==> src/hw/fm_config.svh <==
// build-time sizes for the frequency and duty meter
// include wherever counter widths or the edge timeout are needed

`ifndef FM_CONFIG_SVH
`define FM_CONFIG_SVH

// span counter, high-time accumulator and both results
`define FM_CNT_W 32

// n_cycles input width
`define FM_N_W 16

// max pll_clk ticks from start or a rising edge to the next rising edge
`define FM_EDGE_TIMEOUT 1024

`endif

==> src/hw/fm_pkg.sv <==
// shared types for the frequency and duty meter
// import inside module bodies, or use scoped names in port lists

`include "fm_config.svh"

package fm_pkg;

    // pll_clk tick count, used for both results
    typedef logic [`FM_CNT_W-1:0] tick_t;

    // measurement gate states
    typedef enum logic [1:0] {
        GATE_IDLE,    // waiting for start
        GATE_ARMED,   // waiting for opening edge
        GATE_MEASURE  // window open, counting edges
    } gate_state_e;

endpackage

==> src/hw/gate_if.sv <==
// measurement window between the cycle gate and the high-time accumulator
// gate side drives the window controls, acc side returns the high count

`timescale 1ns/1ps

interface gate_if;
    import fm_pkg::*;

    logic  clear;       // opening edge, zero the accumulator
    logic  window;      // high while the period span is counted
    logic  close;       // closing edge
    logic  abort;       // edge timeout, measurement dropped
    tick_t high_ticks;  // high count including the current cycle

    modport gate (
        output clear, window, close, abort,
        input  high_ticks
    );

    modport acc (
        input  clear, window, close, abort,
        output high_ticks
    );

endinterface

==> src/hw/wave_edge_detect.sv <==
// brings the async wave_in into the pll_clk domain
// gives the synced level and a one-cycle pulse per rising edge, both 2 cycles late

`timescale 1ns/1ps

module wave_edge_detect (
    input  logic pll_clk,
    input  logic sys_rst_n,
    input  logic wave_in,    // async square wave
    output logic rise,       // one pulse per rising edge
    output logic level       // synced wave
);

    logic sync_meta;   // first flop, may go metastable
    logic sync_q;      // second flop, safe to use
    logic sync_dly;    // previous synced value

    always_ff @(posedge pll_clk or negedge sys_rst_n) begin
        if (!sys_rst_n) begin
            sync_meta <= 1'b0;
            sync_q    <= 1'b0;
            sync_dly  <= 1'b0;
        end else begin
            sync_meta <= wave_in;
            sync_q    <= sync_meta;
            sync_dly  <= sync_q;
        end
    end

    assign level = sync_q;
    assign rise  = sync_q & ~sync_dly;   // low to high on the synced copy

    // an edge pulse needs a low sample before it can repeat
    a_rise_single : assert property (
        @(posedge pll_clk) disable iff (!sys_rst_n)
        rise |=> !rise
    );

endmodule

==> src/hw/cycle_gate.sv <==
// measurement control for the meter
// start arms, first rise opens the window, n-th later rise closes it
// also watches for a stalled input and drops the measurement on timeout

`timescale 1ns/1ps
`include "fm_config.svh"

module cycle_gate (
    input  logic                pll_clk,
    input  logic                sys_rst_n,
    input  logic                start,          // one-cycle strobe
    input  logic [`FM_N_W-1:0]  n_cycles,       // periods to span, 0 means 1
    input  logic                rise,           // synced rising edge pulse
    gate_if.gate                win,
    output fm_pkg::tick_t       period_ticks,
    output fm_pkg::tick_t       high_ticks,
    output logic                result_valid,
    output logic                timeout,
    output logic                busy
);
    import fm_pkg::*;

    localparam int GAP_W = $clog2(`FM_EDGE_TIMEOUT) + 1;

    gate_state_e        state;
    logic [`FM_N_W-1:0] n_tgt;      // cycle target latched at start
    logic [`FM_N_W-1:0] rise_cnt;   // rises seen since the opening one
    tick_t              span;       // window cycles before the current one
    logic [GAP_W-1:0]   gap;        // ticks since start or last rise

    logic take_start;
    logic open_hit;
    logic close_hit;
    logic gap_hit;
    logic abort_hit;

    assign take_start = (state == GATE_IDLE) && start;    // busy start is dropped
    assign open_hit   = (state == GATE_ARMED) && rise;
    assign close_hit  = (state == GATE_MEASURE) && rise && (rise_cnt == n_tgt - 1'b1);
    assign gap_hit    = (gap == GAP_W'(`FM_EDGE_TIMEOUT - 1));
    assign abort_hit  = (state != GATE_IDLE) && !rise && gap_hit;   // a rise rescues it

    assign win.clear = open_hit;
    assign win.close = close_hit;
    assign win.abort = abort_hit;
    assign busy      = (state != GATE_IDLE);

    // state machine and window level
    always_ff @(posedge pll_clk or negedge sys_rst_n) begin
        if (!sys_rst_n) begin
            state      <= GATE_IDLE;
            win.window <= 1'b0;
        end else begin
            case (state)
                GATE_IDLE: begin
                    if (start)
                        state <= GATE_ARMED;
                end
                GATE_ARMED: begin
                    if (abort_hit) begin
                        state <= GATE_IDLE;
                    end else if (rise) begin
                        state      <= GATE_MEASURE;
                        win.window <= 1'b1;   // opens next cycle
                    end
                end
                GATE_MEASURE: begin
                    if (abort_hit || close_hit) begin
                        state      <= GATE_IDLE;
                        win.window <= 1'b0;   // closing cycle still counts
                    end
                end
                default: begin
                    state      <= GATE_IDLE;
                    win.window <= 1'b0;
                end
            endcase
        end
    end

    // target, edge, span and gap counters
    always_ff @(posedge pll_clk or negedge sys_rst_n) begin
        if (!sys_rst_n) begin
            n_tgt    <= `FM_N_W'd1;
            rise_cnt <= '0;
            span     <= '0;
            gap      <= '0;
        end else begin
            if (take_start) begin
                n_tgt <= (n_cycles == '0) ? `FM_N_W'd1 : n_cycles;
                gap   <= '0;
            end else if (state != GATE_IDLE) begin
                gap <= rise ? '0 : gap + 1'b1;   // restart on every edge
            end

            if (open_hit) begin
                span     <= '0;
                rise_cnt <= '0;
            end else if (state == GATE_MEASURE) begin
                span <= span + 1'b1;
                if (rise)
                    rise_cnt <= rise_cnt + 1'b1;
            end
        end
    end

    // result register, held until the next good measurement
    always_ff @(posedge pll_clk or negedge sys_rst_n) begin
        if (!sys_rst_n) begin
            period_ticks <= '0;
            high_ticks   <= '0;
            result_valid <= 1'b0;
            timeout      <= 1'b0;
        end else begin
            result_valid <= close_hit;
            timeout      <= abort_hit;
            if (close_hit) begin
                period_ticks <= span + 1'b1;     // include the closing cycle
                high_ticks   <= win.high_ticks;  // acc output already counts it
            end
        end
    end

    // a measurement ends one way only
    a_end_excl : assert property (
        @(posedge pll_clk) disable iff (!sys_rst_n)
        !(result_valid && timeout)
    );

    // window register must track the measure state
    a_window_state : assert property (
        @(posedge pll_clk) disable iff (!sys_rst_n)
        win.window |-> (state == GATE_MEASURE)
    );

endmodule

==> src/hw/high_time_acc.sv <==
// counts pll_clk cycles with the synced wave high inside the window
// high_ticks includes the current cycle so the gate can latch it on close

`timescale 1ns/1ps

module high_time_acc (
    input  logic pll_clk,
    input  logic sys_rst_n,
    input  logic level,     // synced wave, same latency as rise
    gate_if.acc  win
);
    import fm_pkg::*;

    tick_t acc;       // registered count
    tick_t acc_nxt;
    logic  frozen;    // set on close until the next clear
    logic  count_en;

    assign count_en = win.window && level && !frozen && (acc != '1);   // saturate at max

    always_comb begin
        acc_nxt = acc;
        if (win.clear || win.abort)
            acc_nxt = '0;
        else if (count_en)
            acc_nxt = acc + 1'b1;
    end

    assign win.high_ticks = acc_nxt;

    always_ff @(posedge pll_clk or negedge sys_rst_n) begin
        if (!sys_rst_n) begin
            acc    <= '0;
            frozen <= 1'b0;
        end else begin
            acc <= acc_nxt;
            if (win.clear || win.abort)
                frozen <= 1'b0;
            else if (win.close)
                frozen <= 1'b1;   // hold the count after the last edge
        end
    end

    // outside the window the count only holds or clears
    a_no_count_idle : assert property (
        @(posedge pll_clk) disable iff (!sys_rst_n)
        !win.window |=> (acc == $past(acc)) || (acc == '0)
    );

endmodule

==> src/hw/freq_meter_top.sv <==
// frequency and duty meter top, all on pll_clk
// pulse start, wait for result_valid or timeout, then read both counts

`timescale 1ns/1ps
`include "fm_config.svh"

module freq_meter_top (
    input  logic                pll_clk,
    input  logic                sys_rst_n,
    input  logic                wave_in,        // async input wave
    input  logic                start,
    input  logic [`FM_N_W-1:0]  n_cycles,
    output fm_pkg::tick_t       period_ticks,   // ticks over n periods
    output fm_pkg::tick_t       high_ticks,     // high ticks over n periods
    output logic                result_valid,
    output logic                timeout,
    output logic                busy
);
    import fm_pkg::*;

    logic rise;
    logic level;

    gate_if win_if ();

    wave_edge_detect u_edge (
        .pll_clk   (pll_clk),
        .sys_rst_n (sys_rst_n),
        .wave_in   (wave_in),
        .rise      (rise),
        .level     (level)
    );

    cycle_gate u_gate (
        .pll_clk      (pll_clk),
        .sys_rst_n    (sys_rst_n),
        .start        (start),
        .n_cycles     (n_cycles),
        .rise         (rise),
        .win          (win_if.gate),
        .period_ticks (period_ticks),
        .high_ticks   (high_ticks),
        .result_valid (result_valid),
        .timeout      (timeout),
        .busy         (busy)
    );

    high_time_acc u_acc (
        .pll_clk   (pll_clk),
        .sys_rst_n (sys_rst_n),
        .level     (level),
        .win       (win_if.acc)
    );

endmodule

==> config.mk <==
export PLATFORM = sky130hd
export DESIGN_NAME = freq_meter_top
export DESIGN_NICKNAME = d
export VERILOG_FILES = /design/src/hw/fm_pkg.sv /design/src/hw/gate_if.sv /design/src/hw/wave_edge_detect.sv /design/src/hw/cycle_gate.sv /design/src/hw/high_time_acc.sv /design/src/hw/freq_meter_top.sv
export VERILOG_INCLUDE_DIRS = /design/src /design/src/hw
export SDC_FILE = /design/constraint.sdc
export NUM_CORES = 1
export LEC_CHECK = 0
export BUFFER_PORTS_ARGS = -buffer_cell sky130_fd_sc_hd__buf_2
export CAP_MARGIN = 10
export CELL_PAD_IN_SITES_DETAIL_PLACEMENT = 1
export CELL_PAD_IN_SITES_GLOBAL_PLACEMENT = 2
export CORE_ASPECT_RATIO = 2
export CORE_UTILIZATION = 39
export DETAILED_ROUTE_END_ITERATION = 16
export PLACE_DENSITY = 0.88
export SLEW_MARGIN = 30
export SYNTH_ARGS = -nofsm -noshare
export SYNTH_HDL_FRONTEND = slang
export SYNTH_SLANG_ARGS = --single-unit
==> constraint.sdc <==
create_clock -name pll_clk -period 3.9 [get_ports pll_clk]
set_clock_uncertainty 0.15 [all_clocks]
set_input_delay 0.585 -clock pll_clk [delete_from_list [all_inputs] [get_ports pll_clk]]
set_output_delay 0.585 -clock pll_clk [all_outputs]
set_load 0.1 [all_outputs]
---- Word level (Yosys, flattened, before mapping) ----
Cells that the tools add are included.
storage, ports and cells
  bits in registers ....................... 180
  bits of input ports ..................... 20
  output and inout port bits .............. 67
  logic and storage cells ................. 78
cells by class
  add/sub/neg operators ................... 5
  equality and inequality tests ........... 10
  muxes and demuxes ....................... 22
  bitwise logic cells ..................... 3
  reduce and logical (&&, ||, !) cells .... 23
operators by type and width
  cell                     number
  $mux W32                 4
  $add A32 B1 Y32 const B  2
  $mux W16                 4
  $mux W11                 3
  $ne A32 B32 Y1 const B   1
  $add A16 B1 Y16 const B  1
  $eq A16 B16 Y1           1
  $logic_not A16 Y1        1
  $sub A16 B1 Y16 const B  1
  $add A11 B1 Y11 const B  1
  $eq A11 B10 Y1 const B   1
  $reduce_bool A2 Y1       5
  $logic_and A1 B1 Y1      9
  $mux W2                  4
  $pmux W2 S3              1
  $mux W1                  5
  $ne A2 B1 Y1 const B     2
  $ne A2 B2 Y1 const B     2
  $reduce_and A4 Y1        1
  $ne A3 B1 Y1 const B     1
  $pmux W1 S3              1
  $reduce_and A3 Y1        1
  $eq A2 B1 Y1 const B     1
  $eq A2 B2 Y1 const B     1
  other kinds (6)          9

---- Logic depth before layout (Yosys ltp) ----
  depth in word-level cells ............... 8
  mapped depth ............................ 11
  gate-level depth less buffers ........... 8

---- By module ----
Synthesis repeated with hierarchy kept, for this count alone.
unflattened totals
  cell total of the unflattened synthesis .. 877
  area total of the unflattened synthesis .. 9041.2 µm²
modules (own cells, without submodules)
  module            instances  cells each  area each (µm²)  sequential area each (µm²)
  cycle_gate        1          671         7104.3           3604.7
  high_time_acc     1          202         1848.0           825.8
  wave_edge_detect  1          4           88.8             75.1

---- Worst setup path before layout ----
No wires, ideal clock.
  kind .................................... flip-flop to flip-flop
  start point ............................. register u_gate.n_tgt[0]
  end point ............................... register u_gate.high_ticks[10]
  setup time .............................. 0.128 ns
  data arrival time ....................... 2.987 ns
  data required time ...................... 3.622 ns
  path slack .............................. 0.635 ns
  cell stages (with the launch flop) ...... 12
  buffers on the path ..................... 3
  period minus slack after synthesis ...... 3.265 ns
  cells stage by stage .................... dfstp_2 > clkbuf_1 > inv_1 > ha_1 > or3b_2 > nor4_4 > xnor2_1 > or4_4 > nor4_4 > buf_6 > buf_6 > mux2_1
on the way
  cells in the longest elaborated chain, start to end .. 3
ends and longest elaborated chain
  item                    RTL line           source
  from (decl)             cycle_gate.sv:26   logic [`FM_N_W-1:0] n_tgt;
  from (signal assigned)  cycle_gate.sv:84   n_tgt <= `FM_N_W'd1;
  from (signal assigned)  cycle_gate.sv:90   n_tgt <= (n_cycles == '0) ? `FM_N_W'd1 : n_cycles;
  $sub A16 B1 Y16         cycle_gate.sv:39   assign close_hit = (state == GATE_MEASURE) && rise && (rise_cnt == n_tgt - 1'b1);
  $eq A16 B16 Y1          cycle_gate.sv:39
  $logic_and A1 B1 Y1     cycle_gate.sv:39
  to (signal assigned)    cycle_gate.sv:119  high_ticks <= win.high_ticks;
  to (decl)               cycle_gate.sv:16   output fm_pkg::tick_t high_ticks,
No other way between the ends.
A chain may end at the register's enable or synchronous reset.

---- Final worst setup path ----
  start point ............................. register u_gate.n_tgt[2]
  end point ............................... register u_gate.period_ticks[14]
on the way
  cells in the longest elaborated chain, start to end .. 3
ends and longest elaborated chain
  item                  RTL line           source
  $sub A16 B1 Y16       cycle_gate.sv:39
  $eq A16 B16 Y1        cycle_gate.sv:39
  $logic_and A1 B1 Y1   cycle_gate.sv:39
  to (signal assigned)  cycle_gate.sv:118  period_ticks <= span + 1'b1;
  to (decl)             cycle_gate.sv:15   output fm_pkg::tick_t period_ticks,
No other way between the ends.

==> flow_metrics.env <==
export IMPL_antenna_left=0
export IMPL_vias=7178
export IMPL_rows=78
export IMPL_critPathSlowestCell="or4_1"
export IMPL_coreArea_um2=22800
export IMPL_cts_reportedPaths_clkPinSlew_ps=70
export IMPL_r2r_end="u_gate.period_ticks[14]"
export IMPL_period_share_pct=92.0
export IMPL_min_path_type="in2reg"
export IMPL_grt_util_all_layers_pct=21.1
export IMPL_worstRegToRegCells=7
export IMPL_synth_seq_cells=180
export IMPL_yosysWarningCount=0
export IMPL_cts_sinks=180
export IMPL_fmaxAchievable_ghz=0.279
export IMPL_drive_above_1_share_pct=19.9
export IMPL_diodes=0
export IMPL_cp_endpoint="u_gate.period_ticks[14]"
export IMPL_synth_enable_flop_cells=0
export IMPL_vdd_drop_max_mv=0.474
export IMPL_rsz0062_at_grt="false"
export IMPL_syn_to_final_growth_pct=15.3
export IMPL_synthFlopType="dfrtp_1"
export IMPL_syn_nets=925
export IMPL_crit_chain="or4_1 > nor4_1 > o32ai_1 > or4_4 > nor4_4 > buf_4 > mux2_2"
export IMPL_min_path_cells=1
export IMPL_timing_rr_start="u_gate.n_tgt[2]"
export IMPL_wl_met2_um=13500
export IMPL_met1Wirelength_um=8800
export IMPL_async_flop_share_pct=100
export IMPL_hold_slack_ps=92.3
export IMPL_p_per_area_nw_per_um2=511
export IMPL_first_pass_iters=6
export IMPL_synthCells=900
export IMPL_die_y_um=218
export IMPL_drc=0
export IMPL_synth_area_um2=9120
export IMPL_grt_pass1_wl_um=39000
export IMPL_antenna_found_initial=0
export IMPL_wirelength_um=23600
export IMPL_cp_data_arrival_time_ps=3770
export IMPL_syn_area_per_cell_um2=10.1
export IMPL_grt_overflow=0
export IMPL_grt_max_degree=90
export IMPL_pin_count=87
export IMPL_dieArea_um2=24000
export IMPL_htree_levels=4
export IMPL_startpoint_type="flip-flop"
export IMPL_clock_root_buffer="clkbuf_16"
export IMPL_wl_per_cell_um=18.6
export IMPL_hold_violations=0
export IMPL_cts_buffers=17
export IMPL_fin_crit_ps=3590
export IMPL_clock_path_buffers=2
export IMPL_crit_path_max_incr_delay_ps=750
export IMPL_layout_cells_non_filler=1267
export IMPL_gp_congestion=0.805
export IMPL_cts_tree="yes"
export IMPL_grt_pass1_vias=7654
export IMPL_required_ps=4080
export IMPL_die_w_um=110
export IMPL_cap_viol_max_count=0
export IMPL_crit_path_end_kind="flip-flop"
export IMPL_hpwl_um=16900
export IMPL_synth_seq_area_share_pct=49.4
export IMPL_worst_setup_path_type="reg2reg"
export IMPL_worst_pin_slew_ps=851
export IMPL_initial_utilization_pct=40.0
export IMPL_highest_layer="met4"
export IMPL_port_buffers=86
export IMPL_r2r_slack_ps=310
export IMPL_synth_cell_type_count=58
export IMPL_drt_initial_drc_count=250
export IMPL_startpoint="u_gate.n_tgt[2]"
export IMPL_dp_cells=1233
export IMPL_slew_viol_final=0
export IMPL_post_route_util_pct=46.1
export IMPL_routed_wl_met3_um=614
export IMPL_clk_insertion_delay_late_ps=450
export IMPL_outcome="finished clean"
export IMPL_crit_fanout=28
export IMPL_slew_headroom_pct=43.3
export IMPL_setup_viol=0
export IMPL_routed_via_density=5.67
export IMPL_nets=999
export IMPL_cellLeakagePower_nw=4.84
export IMPL_setup_tns_final_ps=0
==> layer usage <==
layer | global-route usage, % | up-vias
li1 | - | 3394
met1 | 21.5 | 3643
met2 | 40.0 | 103
met3 | 4.41 | 38
met4 | 9.08 | 0
met5 | 0 | -
==> layout make-up <==
type                            instances  area (um^2)
Clock buffer                           18          429
Sequential cell                       180         4510
Timing Repair Buffer                  104          619
Inverter                               20         75.1
Clock inverter                         14          225
Tap cell                              280          350
Multi-Input combinational cell        651         4310
Fill cell                            2601        12300
==> critical path: cells and delay by family, from the launching register on <==
kind / cells / cell delay (ps)
AO/OA/AOI/OAI: 1 / 160
buffers and inverters: 1 / 420
flip-flops: 1 / 480
multiplexers: 1 / 390
AND/OR/NAND/NOR: 4 / 1860
==> flip-flops by register name (all words and copies together), names as in the netlist, 2 cells and up <==
signal	count
u_acc.acc	32
u_gate.gap	11
u_gate.high_ticks	32
u_gate.n_tgt	16
u_gate.period_ticks	32
u_gate.rise_cnt	16
u_gate.span	32
u_gate.state	2
==> cells in the mapped netlist, drive strengths merged (4+ instances only) <==
master | number | area share [%]
and2 | 6 | 0.41
clkbuf | 37 | 1.5
nand3 | 33 | 1.8
o31ai | 20 | 1.6
nor2 | 55 | 2.3
buf | 12 | 0.97
nor4 | 17 | 1.5
nand2 | 73 | 3.0
o22ai | 9 | 0.62
or2 | 4 | 0.27
mux2 | 76 | 9.4
dfrtp | 179 | 49
inv | 20 | 0.82
a31oi | 11 | 0.75
or4 | 14 | 1.2
nand3b | 6 | 0.49
and3 | 16 | 1.1
and4 | 10 | 0.96
a22o | 5 | 0.48
xor2 | 30 | 2.9
a21oi | 41 | 2.2
nand2b | 11 | 0.75
ha | 5 | 0.69
nor3 | 23 | 1.3
nand4 | 20 | 1.4
o21ai | 76 | 4.2
xnor2 | 36 | 3.5
or3 | 20 | 1.4
==> cells by family after synthesis <==
logic type / Yosys count / synth area share, %
AOI/OAI and AO/OA: 184 / 12.0
xor gates and xnor gates: 66 / 6.34
adders and majority gates: 5 / 0.686
buffers and inverters: 69 / 3.33
DFF: 180 / 49.4
muxes: 79 / 9.71
and+or+nand+nor: 317 / 18.6
==> how the worst min path moves through the flow <==
stage | from | end | slack, ps
after floorplan | sys_rst_n | u_acc.acc[0] | 140
after global placement | u_edge.sync_meta | u_edge.level | 180
after detailed placement | u_edge.sync_meta | u_edge.level | 200
after CTS | wave_in | u_edge.sync_meta | 70
after global routing | wave_in | u_edge.sync_meta | 70
final | wave_in | u_edge.sync_meta | 90
==> what timing repair did <==
| item | in CTS | in global routing |
|---|---|---|
| setup buffers | 0 | 0 |
| gates resized for setup | 0 | 0 |
| endpoints found under the hold margin | 0 | 25 |
| hold buffers | 0 | 1 |
==> layout by cell type, fill, tap and decap left out, drive strengths merged, types with 4 or more instances in the layout <==
master | netlist | routed
o31ai | 20 | 20
or3 | 20 | 20
nor3 | 23 | 23
a31oi | 11 | 11
nor2 | 55 | 55
xor2 | 30 | 30
nand2 | 73 | 73
and4 | 10 | 10
nand3 | 33 | 33
mux2 | 76 | 76
and2 | 6 | 6
bufinv | 0 | 5
inv | 20 | 23
o22ai | 9 | 9
a21oi | 41 | 41
nand2b | 11 | 11
dfrtp | 179 | 179
buf | 12 | 103
xnor2 | 36 | 36
or2 | 4 | 4
nand4 | 20 | 20
clkbuf | 37 | 18
and3 | 16 | 16
ha | 5 | 5
a22o | 5 | 5
o21ai | 76 | 76
nor4 | 17 | 17
or4 | 14 | 14
nand3b | 6 | 6
==> stage by stage <==
| stage | setup WS, ps | total power [mW] | area, um^2 |
|---|---|---|---|
| floorplan | 635 | 3.12 | 9120 |
| global placement | 372 | 3.45 | 9830 |
| detailed placement | 332 | 3.48 | 9830 |
| CTS | 288 | 5.44 | 10500 |
| global route | 130 | 5.65 | 10500 |
| finish | 313 | 5.37 | 10500 |
==> power breakdown <==
| group | internal [mW] | leakage [nW] | switching (mW) |
|---|---|---|---|
| clock network | 1.15 | 0.308 | 0.778 |
| registers | 2.02 | 2.46 | 0.229 |
| logic | 0.452 | 2.07 | 0.746 |
| total | 3.62 | 4.84 | 1.75 |
Power figures use the tool's default switching activity.
